==> config.mk <==
export PLATFORM = sky130hd
export DESIGN_NAME = wb_boot_rom
export DESIGN_NICKNAME = d
export VERILOG_FILES = /design/src/logic/wb_pkg.sv /design/src/logic/boot_pkg.sv /design/src/logic/wb_burst_addr.sv /design/src/logic/boot_rom_bank.sv /design/src/logic/boot_rd_mux.sv /design/src/logic/wb_boot_rom.sv
export VERILOG_INCLUDE_DIRS = /design/src /design/src/include
export SDC_FILE = /design/constraint.sdc
export NUM_CORES = 1
export LEC_CHECK = 0
export ABC_AREA = 1
export BUFFER_PORTS_ARGS = -buffer_cell sky130_fd_sc_hd__buf_2
export CAP_MARGIN = 30
export CORE_UTILIZATION = 43
export CTS_CLUSTER_DIAMETER = 50
export DETAILED_ROUTE_END_ITERATION = 16
export SLEW_MARGIN = 15
export SYNTH_ARGS = -nofsm -noshare
export SYNTH_HDL_FRONTEND = slang
export SYNTH_HIERARCHICAL = 1
export SYNTH_SLANG_ARGS = --single-unit
==> constraint.sdc <==
create_clock -name wb_clk -period 2.3 [get_ports wb_clk]
set_clock_uncertainty 0.1 [all_clocks]
set_input_delay 0.115 -clock wb_clk [delete_from_list [all_inputs] [get_ports wb_clk]]
set_output_delay 0.115 -clock wb_clk [all_outputs]
set_load 0.05 [all_outputs]
==> src/include/boot_defs.svh <==
`ifndef BOOT_DEFS_SVH
`define BOOT_DEFS_SVH

// Word address into the boot ROM, wb_adr_i[6:2]
`define BOOT_ADDR_WIDTH 5

// Interleaved banks, selected by the low address bits
`define BOOT_NUM_BANKS 4
`define BOOT_BANK_BITS 2

// Data shown before the first read, the no-op instruction
`define BOOT_RESET_WORD 32'h1500_0000

`endif

==> src/logic/wb_pkg.sv <==
`default_nettype none

package wb_pkg;

   // Cycle type identifier, Wishbone B3 registered feedback
   typedef enum logic [2:0] {
      WB_CTI_CLASSIC = 3'b000,
      WB_CTI_CONST   = 3'b001,
      WB_CTI_INCR    = 3'b010,
      WB_CTI_EOB     = 3'b111
   } wb_cti_e;

   // Burst type extension, only meaningful for incrementing bursts
   typedef enum logic [1:0] {
      WB_BTE_LINEAR = 2'b00,
      WB_BTE_WRAP4  = 2'b01,
      WB_BTE_WRAP8  = 2'b10,
      WB_BTE_WRAP16 = 2'b11
   } wb_bte_e;

endpackage

`default_nettype wire

==> src/logic/boot_pkg.sv <==
`default_nettype none

`include "boot_defs.svh"

package boot_pkg;

   // One ROM word address, seen as a linear index by the address
   // generator and as row plus bank by the bank array
   typedef union packed {
      logic [`BOOT_ADDR_WIDTH-1:0] index;
      struct packed {
         logic [`BOOT_ADDR_WIDTH-`BOOT_BANK_BITS-1:0] row;
         logic [`BOOT_BANK_BITS-1:0]                  bank;
      } loc;
   } rom_addr_u;

   // Reset program, every word past the end reads as zero
   localparam logic [31:0] BOOT_PROGRAM [5] = '{
      32'h1800_0000,      // l.movhi r0,0
      32'hA820_0000,      // l.ori r1,r0,0x0
      32'hA8C0_0100,      // l.ori r6,r0,0x100
      32'h4400_3000,      // l.jr r6
      `BOOT_RESET_WORD    // l.nop in the delay slot
   };

endpackage

`default_nettype wire

==> src/logic/wb_burst_addr.sv <==
`timescale 1ns/1ps
`default_nettype none

`include "boot_defs.svh"

module wb_burst_addr import wb_pkg::*, boot_pkg::*; (
   input  logic                         wb_clk,
   input  logic                         wb_rst,
   input  logic [`BOOT_ADDR_WIDTH+1:2]  wb_adr_i,
   input  logic                         wb_stb_i,
   input  logic                         wb_cyc_i,
   input  wb_cti_e                      wb_cti_i,
   input  wb_bte_e                      wb_bte_i,
   output rom_addr_u                    rd_addr_o,
   output logic                         rd_en_o,
   output logic                         last_o
);

   logic                        req;
   logic                        cti_burst;
   logic                        new_access;
   logic                        burst_beat;
   logic                        issue;
   logic                        do_inc;
   logic                        burst_q;
   logic [2:0]                  cls_pend_q;
   logic [`BOOT_ADDR_WIDTH-1:0] wrap_mask;
   logic [`BOOT_ADDR_WIDTH-1:0] inc_idx;

   assign req       = wb_cyc_i & wb_stb_i;
   assign cti_burst = (wb_cti_i == WB_CTI_CONST) || (wb_cti_i == WB_CTI_INCR);

   // A classic read blocks new accesses until its ack has come and gone
   assign new_access = req & ~rd_en_o & ~burst_q & (cls_pend_q == '0);
   assign burst_beat = req & burst_q;
   assign issue      = new_access | burst_beat;
   assign do_inc     = burst_beat & (wb_cti_i == WB_CTI_INCR);

   // Bits that are allowed to carry during an incrementing burst
   always_comb begin
      case (wb_bte_i)
         WB_BTE_WRAP4:  wrap_mask = {{(`BOOT_ADDR_WIDTH-2){1'b0}}, 2'b11};
         WB_BTE_WRAP8:  wrap_mask = {{(`BOOT_ADDR_WIDTH-3){1'b0}}, 3'b111};
         WB_BTE_WRAP16: wrap_mask = {{(`BOOT_ADDR_WIDTH-4){1'b0}}, 4'b1111};
         default:       wrap_mask = '1;
      endcase
   end

   assign inc_idx = (rd_addr_o.index & ~wrap_mask) |
                    ((rd_addr_o.index + 1'b1) & wrap_mask);

   always_ff @(posedge wb_clk or posedge wb_rst) begin
      if (wb_rst) begin
         rd_en_o    <= 1'b0;
         last_o     <= 1'b0;
         burst_q    <= 1'b0;
         cls_pend_q <= '0;
      end else begin
         rd_en_o    <= issue;
         last_o     <= issue & ~cti_burst;
         cls_pend_q <= {cls_pend_q[1:0], new_access & ~cti_burst};
         // Strobe low or an end-of-burst read ends the burst
         if (!req) begin
            burst_q <= 1'b0;
         end else if (issue) begin
            burst_q <= cti_burst;
         end
      end
   end

   // Address register is only meaningful while rd_en_o is high
   always_ff @(posedge wb_clk) begin
      if (issue) begin
         if (do_inc) begin
            rd_addr_o.index <= inc_idx;
         end else begin
            rd_addr_o.index <= wb_adr_i;
         end
      end
   end

   // Wrapping never leaves the aligned block of the burst
   a_wrap_in_block: assert property (
      @(posedge wb_clk) disable iff (wb_rst)
      do_inc && (wb_bte_i != WB_BTE_LINEAR) |=>
         ((rd_addr_o.index ^ $past(rd_addr_o.index)) >>
          (int'($past(wb_bte_i)) + 1)) == '0
   );

endmodule

`default_nettype wire

==> src/logic/boot_rom_bank.sv <==
`timescale 1ns/1ps
`default_nettype none

`include "boot_defs.svh"

module boot_rom_bank import boot_pkg::*; (
   input  logic                        wb_clk,
   input  logic                        wb_rst,
   input  logic [`BOOT_BANK_BITS-1:0]  bank_id_i,
   input  rom_addr_u                   rd_addr_i,
   input  logic                        rd_en_i,
   output logic [31:0]                 bank_dat_o
);

   logic                        bank_sel;
   logic [`BOOT_ADDR_WIDTH-1:0] word_idx;
   logic [31:0]                 rom_word;

   // This bank holds every word whose low bits equal its id
   assign bank_sel = rd_en_i & (rd_addr_i.loc.bank == bank_id_i);
   assign word_idx = {rd_addr_i.loc.row, bank_id_i};

   // Table lookup, zero beyond the program
   always_comb begin
      rom_word = '0;
      for (int i = 0; i < $size(BOOT_PROGRAM); i++) begin
         if (word_idx == i) begin
            rom_word = BOOT_PROGRAM[i];
         end
      end
   end

   always_ff @(posedge wb_clk or posedge wb_rst) begin
      if (wb_rst) begin
         bank_dat_o <= '0;
      end else if (bank_sel) begin
         bank_dat_o <= rom_word;
      end
   end

endmodule

`default_nettype wire

==> src/logic/boot_rd_mux.sv <==
`timescale 1ns/1ps
`default_nettype none

`include "boot_defs.svh"

module boot_rd_mux import boot_pkg::*; (
   input  logic         wb_clk,
   input  logic         wb_rst,
   input  logic         wb_cyc_i,
   input  logic         wb_stb_i,
   input  rom_addr_u    rd_addr_i,
   input  logic         rd_en_i,
   input  logic         last_i,
   input  logic [31:0]  bank_dat_i [`BOOT_NUM_BANKS],
   output logic [31:0]  wb_dat_o,
   output logic         wb_ack_o
);

   logic                       req;
   logic                       rd_en_d;
   logic                       last_d;
   logic                       active_q;
   logic                       ack_q;
   logic [`BOOT_BANK_BITS-1:0] bank_d;

   assign req = wb_cyc_i & wb_stb_i;

   always_ff @(posedge wb_clk or posedge wb_rst) begin
      if (wb_rst) begin
         rd_en_d  <= 1'b0;
         last_d   <= 1'b0;
         active_q <= 1'b0;
         ack_q    <= 1'b0;
         wb_dat_o <= `BOOT_RESET_WORD;
      end else begin
         rd_en_d <= rd_en_i;
         last_d  <= last_i;
         ack_q   <= rd_en_d & active_q & req;
         if (rd_en_d) begin
            wb_dat_o <= bank_dat_i[bank_d];
         end
         // Reads still in flight when the master lets go are dropped
         if (!req) begin
            active_q <= 1'b0;
         end else if (rd_en_i) begin
            active_q <= 1'b1;
         end else if (rd_en_d && last_d) begin
            active_q <= 1'b0;
         end
      end
   end

   // Bank field lines up with the registered bank output
   always_ff @(posedge wb_clk) begin
      bank_d <= rd_addr_i.loc.bank;
   end

   assign wb_ack_o = ack_q & req;

   // An ack only answers a read whose cycle the master held from issue onwards
   a_ack_in_cycle: assert property (
      @(posedge wb_clk) disable iff (wb_rst)
      wb_ack_o |-> $past(req, 1) && $past(req, 2) && $past(req, 3)
   );

endmodule

`default_nettype wire

==> src/logic/wb_boot_rom.sv <==
`timescale 1ns/1ps
`default_nettype none

`include "boot_defs.svh"

module wb_boot_rom import wb_pkg::*, boot_pkg::*; (
   input  logic                         wb_clk,
   input  logic                         wb_rst,
   input  logic [`BOOT_ADDR_WIDTH+1:2]  wb_adr_i,
   input  logic                         wb_stb_i,
   input  logic                         wb_cyc_i,
   input  wb_cti_e                      wb_cti_i,
   input  wb_bte_e                      wb_bte_i,
   output logic [31:0]                  wb_dat_o,
   output logic                         wb_ack_o
);

   rom_addr_u   rd_addr;
   logic        rd_en;
   logic        rd_last;
   logic [31:0] bank_dat [`BOOT_NUM_BANKS];

   wb_burst_addr u_addr (
      .wb_clk    (wb_clk),
      .wb_rst    (wb_rst),
      .wb_adr_i  (wb_adr_i),
      .wb_stb_i  (wb_stb_i),
      .wb_cyc_i  (wb_cyc_i),
      .wb_cti_i  (wb_cti_i),
      .wb_bte_i  (wb_bte_i),
      .rd_addr_o (rd_addr),
      .rd_en_o   (rd_en),
      .last_o    (rd_last)
   );

   for (genvar g = 0; g < `BOOT_NUM_BANKS; g++) begin : g_bank
      localparam logic [`BOOT_BANK_BITS-1:0] BANK_ID = g;

      boot_rom_bank u_bank (
         .wb_clk     (wb_clk),
         .wb_rst     (wb_rst),
         .bank_id_i  (BANK_ID),
         .rd_addr_i  (rd_addr),
         .rd_en_i    (rd_en),
         .bank_dat_o (bank_dat[g])
      );
   end

   boot_rd_mux u_mux (
      .wb_clk     (wb_clk),
      .wb_rst     (wb_rst),
      .wb_cyc_i   (wb_cyc_i),
      .wb_stb_i   (wb_stb_i),
      .rd_addr_i  (rd_addr),
      .rd_en_i    (rd_en),
      .last_i     (rd_last),
      .bank_dat_i (bank_dat),
      .wb_dat_o   (wb_dat_o),
      .wb_ack_o   (wb_ack_o)
   );

endmodule

`default_nettype wire

==> impl_results.md, run 1 <==
* Main combinational cell family by area after synthesis: simple AND/OR/NAND/NOR gates
* Syn. warnings at 6
* Fill cells at 1541
* Crit path required time at 2490 ps
* Initial DRC count at 229
* Largest net degree at the start of global routing at 65
* Initial Util at 44.13%
* CTS buffer count at 9
* Flop2flop setup slack at between 600 and 700 ps
* Min-delay worst type: primary input to register
* Post-route non-filler standard cell count at 1269
* Commonest cells post-synth: 395 x nand2_1, 180 x inv_1, 110 x nand3_1, 101 x buf_4, 71 x dfrtp_1
* Hpwl dp at 8860 µm
* Slew margin rel. at 53.22%
* Minimum clock period at 1615 ps
* Cell area after layout at 6860 µm²
* Status: finished clean
* Via/cell ratio at 4.049
* Antenna viol nets, final at 0
* Lkg Pwr at 0.003815 µW
* Final Hold Fails at 0
* Vias in the first global route at about 4600
* Mapped cell area at 6437 µm²
* Gp weighted congestion at a little over 0.8
* Mapped Cells at 1015
* Placed insts at roughly 1200
* Worst Path Arrival at roughly 1800 ps
* Simple-gate share of the synthesized area at about 40%
* Unrepaired setup endpoints after global routing: no
* Remaining Overflow, GRT at 0
* Xor/xnor share of the synthesized area at 0.1361%
* Reg2reg end: g_bank[3].u_bank/bank_dat_o[30]
* Pre-CTS WS at 688.3 ps
* Met3 Track Usage GR at 2.234%
* GR Util met1 at 23.30%
* Total GRT Usage at between 15 and 20%
* Clk root buf: clkbuf_16
* Die extent in y at 124.4 µm
* CP endpoint kind: register
* Yosys cell types at 27
* Post-synthesis async set-or-reset flop share at 91.36%
* Max Fanout on Critical Path at 20
* DP Area at ~6500 µm²
* Initial antenna violation count at 0
* Period Utilization, post-route at 70.24%
* GRT busiest layer: met2
* Setup TNS at 0 ps
* CP Cell Sequence: nor2_1, nand2_1, nor2_1, nand3_1, nand2_1
* Main synth FF type: dfrtp_1
* Max VDD drop at between 300 and 400 µV
* Worst-Margin Slew at 701.7 ps
* Buffers on Ports at 46
* Sequential area share after synthesis at about a third
* Post-Syn Area per Cell at 6.342 µm²
* Layout cells sized above 1 at roughly an eighth
* Drt first pass iters at 5
* Synthesized flop and latch total at 81
* WS Path Type: register to register
* DRC errors left at 0
* Routing usage on met2 at 28.99%
* P&R area growth vs syn at 6.569%
* Slowest CP cell: edfxtp_1
* Via count at ~5000
* Synth top area share at between 20 and 30%
* DR WL/cell at 10.04 µm
* Core area at 14590 µm²
* Detailed-route wire length at 12740 µm
* Boundary Pins at 47
* Synth Area in Compound Gates at between 1 and 1.5%
* Synth area leader: dfrtp_1
* Setup WS post-layout at around 700 ps
* Setup Buffers After CTS at 0
* Pwr dens at 686.0 nW/µm²
* Startpoint class of the critical path: register
* Most common cell in the synthesized netlist: nand2_1
* Max Cap Viol at 0
* Worst-Skew Late Latency at 350 ps
* # rows at 44
* Synth top area cells: dfrtp_1 28%, nand2_1 23%, buf_4 12%
* Clk pin slew, worst setup/hold paths at 60 ps
* Adder-Cell Fraction of Synth Area at less than 1%
* CP peak stage delay at 680 ps
* Clock Sinks at around 80
* First-pass GRT wire length at 21950 µm
* EDFF count, synth at 5
* Longest Clk Path Bufs at 2
* Critical Path Sink: g_bank[3].u_bank/bank_dat_o[30]
* Die Span X at 124.4 µm
* Diodes inserted at 0
* TritonCTS clock tree: yes
* Final Slew Violations at 0
* R2R depth at 5
* H-tree levels at 3
* FMAX at 619.0 MHz
* Nets@finish at 1097
* Die area at about 15000 µm²
* Setup violators final at 0
* Mux cell area share after synthesis at 0%
stage by stage:
stage	power [µW]	hold slack (ps)	utilization (%)
final	4706	32.00	47.02
after detailed placement	3339	51.19	44.55
after floorplan	3142	-194.0	-
after CTS	4772	25.20	47.02
after global placement	3329	52.96	44.55
after global routing	4996	92.04	47.02
critical path, delay by kind of cell, from the launching register on:
family / cells / cell delay, ps
DFF: 1 / 680
and+or+nand+nor: 5 / 760
cells by family (layout without fill, tap and decap cells):
logic type,count (synthesis),in the layout
XOR/XNOR,1,1
adder cells (fa/ha/maj),3,3
flip-flops,81,81
AND/OR/NAND/NOR,591,591
buffers and inverters,323,279
other,6,120
AO/OA/AOI/OAI,10,10
power breakdown:
| group | internal [µW] | switching [µW] |
|---|---|---|
| Clock | 822 | 567 |
| Combinational | 374 | 1120 |
| Sequential | 1670 | 147 |
| Total | 2870 | 1840 |
cell type report:
cell class	instances	area (µm²)	area share [%]
sequential	81	2047	29.84
multi-input combinational	725	3148	45.89
tap	184	230.2	3.356
clock buffer	16	281.5	4.104
inverter	200	750.7	10.94
timing repair buffer	63	402.9	5.873
timing repair:
| item | in CTS | in global routing |
|---|---|---|
| gates resized for setup | 0 | 0 |
| hold buffers | 8 | 0 |
| hold endpoints to repair | 57 | 0 |
state kept, by name, indices dropped and copies added, names as in the netlist, named ones only:
name and cells:
g_bank.u_bank/bank_dat_o 32, u_addr/burst_q 1, u_addr/cls_pend_q 3, u_addr/last_o 1
u_addr/rd_addr_o 2, u_addr/rd_en_o 1, u_mux/ack_q 1, u_mux/active_q 1
u_mux/bank_d 2, u_mux/last_d 1, u_mux/rd_en_d 1, u_mux/wb_dat_o 32
metal layers:
layer	wire (µm)	vias to the layer above
met2	5835	64
met5	0	-
li1	-	2887
met4	230	0
met1	6397	2173
met3	278	14
how the worst min path moves through the flow:
stage	from	endpoint	slack, ps	cells after the start
5_1_grt	wb_cti_i[0]	u_addr/cls_pend_q[0]	90	4
2_1_floorplan	wb_rst	u_addr/burst_q	-190	1
3_3_place_gp	wb_rst	u_addr/rd_en_o	50	2
6_report	wb_cti_i[0]	u_addr/cls_pend_q[0]	30	4
3_5_place_dp	wb_rst	u_addr/rd_en_o	50	2
4_1_cts	wb_cti_i[0]	u_addr/last_o	30	4
cell usage in the layout, fill, tap and decap left out, types with 2 or more instances in the layout:
| cell type | n |
|---|---|
| buf_4 | 7 |
| nor3_1 | 4 |
| inv_1 | 180 |
| a21oi_2 | 4 |
| nand2_4 | 4 |
| buf_2 | 46 |
| dlygate4sd3_1 | 8 |
| nand3_1 | 110 |
| conb_1 | 120 |
| nand3_4 | 5 |
| clkbuf_1 | 4 |
| clkbuf_8 | 3 |
| edfxtp_1 | 5 |
| clkbuf_16 | 9 |
| dfstp_2 | 3 |
| dfrtp_1 | 71 |
| nand4_1 | 2 |
| inv_2 | 20 |
| buf_12 | 2 |
| nand3_2 | 2 |
| nor2_4 | 10 |
| nand2_2 | 10 |
| nor2_1 | 47 |
| a21oi_1 | 5 |
| ha_1 | 3 |
| nor2_2 | 2 |
| nand2_1 | 395 |
Note: power is estimated with default switching activity, not from simulation.
==> inputs of run 2 (changes only) <==
Clock period 2.3 ns to 1.6 ns, I/O delays scaled along.
==> run 2 against run 1 <==
Largest cell class unchanged. Core utilization grew 1.3 points. Maximum frequency rose by 12%. Worst setup slack worse by 530 ps. Count of clock-buffer cells in the layout decreased by 1. Combinational power increased by 48%. Worst hold slack improved by 22 ps. Global-route usage rose by 0.092 points.
==> impl_results.md, run 2 (synthesis results as in run 1) <==
* WS Path Type: register to register
* Drt first pass iters at 5
* Antenna viol nets, final at 0
* Worst Path Arrival at 1630 ps
* Die area at 15460 µm²
* Pwr dens at 1007 nW/µm²
* Minimum clock period at 1445 ps
* Gp weighted congestion at just over 0.8
* Lkg Pwr at 0.003922 µW
* DR WL/cell at 10.12 µm
* Status: finished clean
* Clk root buf: clkbuf_16
* Commonest non-fill, non-tap cells in the layout: 395 x nand2_1, 180 x inv_1, 120 x conb_1, 110 x nand3_1, 71 x dfrtp_1
* P&R area growth vs syn at 9.466%
* Buffers on Ports at 46
* Diodes inserted at 0
* Min-delay src: wb_cti_i[1]
* Worst-Skew Late Latency at around 340 ps
* Fill cells at 1569
* Max VDD drop at 527.5 µV
* Final Slew Violations at 0
* Largest net degree at the start of global routing at 43
* Reg2reg end: g_bank[1].u_bank/bank_dat_o[21]
* Flop2flop setup slack at 160 ps
* FMAX at 692.3 MHz
* Boundary Pins at 47
* Max Fanout on Critical Path at 15
* Via/cell ratio at between 4 and 5
* Biggest regs: g_bank.u_bank/bank_dat_o x32, u_mux/wb_dat_o x32, u_addr/cls_pend_q x3
* Max Cap Viol at 0
* Total GRT Usage at 17.73%
* Initial antenna violation count at 0
* Final Hold Fails at 0
* Setup TNS at 0 ps
* Worst hold path depth at 6
* CP endpoint kind: register
* Cts repair resizes at 0
* Crit path required time at 1790 ps
* Hpwl dp at around 9400 µm
* Unrepaired setup endpoints after global routing: no
* Layout cells sized above 1 at around an eighth
* First-pass GRT wire length at 22170 µm
* Longest Clk Path Bufs at 2
* Detailed-route wire length at 13000 µm
* Remaining Overflow, GRT at 0
* Clock Sinks at 81
* Sw power at about 2700 µW
* Initial Util at 44.13%
* DRC errors left at 0
* Min-delay worst type: primary input to register
* Clk pin slew, worst setup/hold paths at approximately 60 ps
* Period Utilization, post-route at 90.28%
* Die Span X at 124.4 µm
* Worst Hold Slack at roughly 54 ps
* Core area at 14590 µm²
* Gate power share at 31.3%
* Placed insts at 1259
* Startpoint class of the critical path: register
* Nets@finish at 1112
* P_int at 4403 µW
* Hold Path Sink: u_addr/burst_q
* H-tree levels at 3
* CTS buffer count at 9
* # rows at 44
* Post-route non-filler standard cell count at 1284
* Sequential share of power at a little over a third
* Die extent in y at between 100 and 150 µm
* Initial DRC count at between 200 and 250
* Switching share of power at between 30% and 40%
* Commonest non-fill, non-tap cell in the layout: nand2_1
* TritonCTS clock tree: yes
* Via count at 5227
* Setup violators final at 0
* Vias in the first global route at 4705
* Overall Power at 7093 µW
* Clk pwr share at 32.1%
* R2R depth at 5
## run 2: changes by cell type in the layout (fill, tap and decap cells not counted), sizes merged
| cell | delta |
|---|---|
| bufinv | +1 |
| dlygate4sd3 | +1 |
| buf | +14 |
| clkbuf | -1 |
## run 2: metrics by stage
step / setup WS (ps) / area [µm²] / util [%]
after floorplan: 38.60 / 6865 / -
after global placement: 192.9 / 6629 / 45.44
after detailed placement: 178.1 / 6629 / 45.44
after CTS: 170.7 / 7047 / 48.30
after global routing: 43.11 / 7047 / 48.30
final: 155.5 / 7047 / 48.30
## run 2: metal layers
metal,share of wire [%],track usage [%]
met1,51,23.50
met2,46,29.54
met3,1.6,2.148
met4,1.6,6.591
met5,0,0
## run 2: worst max path at each step
| stage | endpoint | slack [ps] | cells after the start |
|---|---|---|---|
| after detailed placement | g_bank[1].u_bank/bank_dat_o[21] | 180 | 5 |
| after global routing | g_bank[1].u_bank/bank_dat_o[21] | 40 | 5 |
| after global placement | g_bank[1].u_bank/bank_dat_o[21] | 190 | 5 |
| after CTS | g_bank[1].u_bank/bank_dat_o[21] | 170 | 5 |
| after floorplan | register | 40 | 6 |
| final | g_bank[1].u_bank/bank_dat_o[21] | 160 | 5 |
## run 2: critical path, stage by stage (launching register included)
cell	delay [ps]
edfxtp_1	590
nor2_1	360
nand2_1	90
nor2_1	100
nand3_1	80
nand2_1	70
## run 2: area by class of cell
cell class	count	area, µm²	area share (%)
Multi-Input combinational cell	725	3148	44.67
Sequential cell	81	2047	29.05
Inverter	200	750.7	10.65
Timing Repair Buffer	78	543.0	7.706
Clock buffer	15	297.8	4.226
Tap cell	184	230.2	3.267
Clock inverter	1	30.03	0.4261
## run 2: power by group through the flow
stage / combinational [µW] / clock, µW / sequential (µW)
2_1_floorplan: 1070 / 0 / 3450
3_3_place_gp: 2200 / 0 / 2630
3_5_place_dp: 2210 / 0 / 2640
4_1_cts: 2240 / 2330 / 2600
5_1_grt: 2430 / 2430 / 2640
6_report: 2220 / 2270 / 2600
## run 2: timing repair
| item | 4_1_cts | 5_1_grt |
|---|---|---|
| setup buffers | 0 | 0 |
| hold buffers | 9 | 0 |
| endpoints found under the hold margin | 80 | 0 |
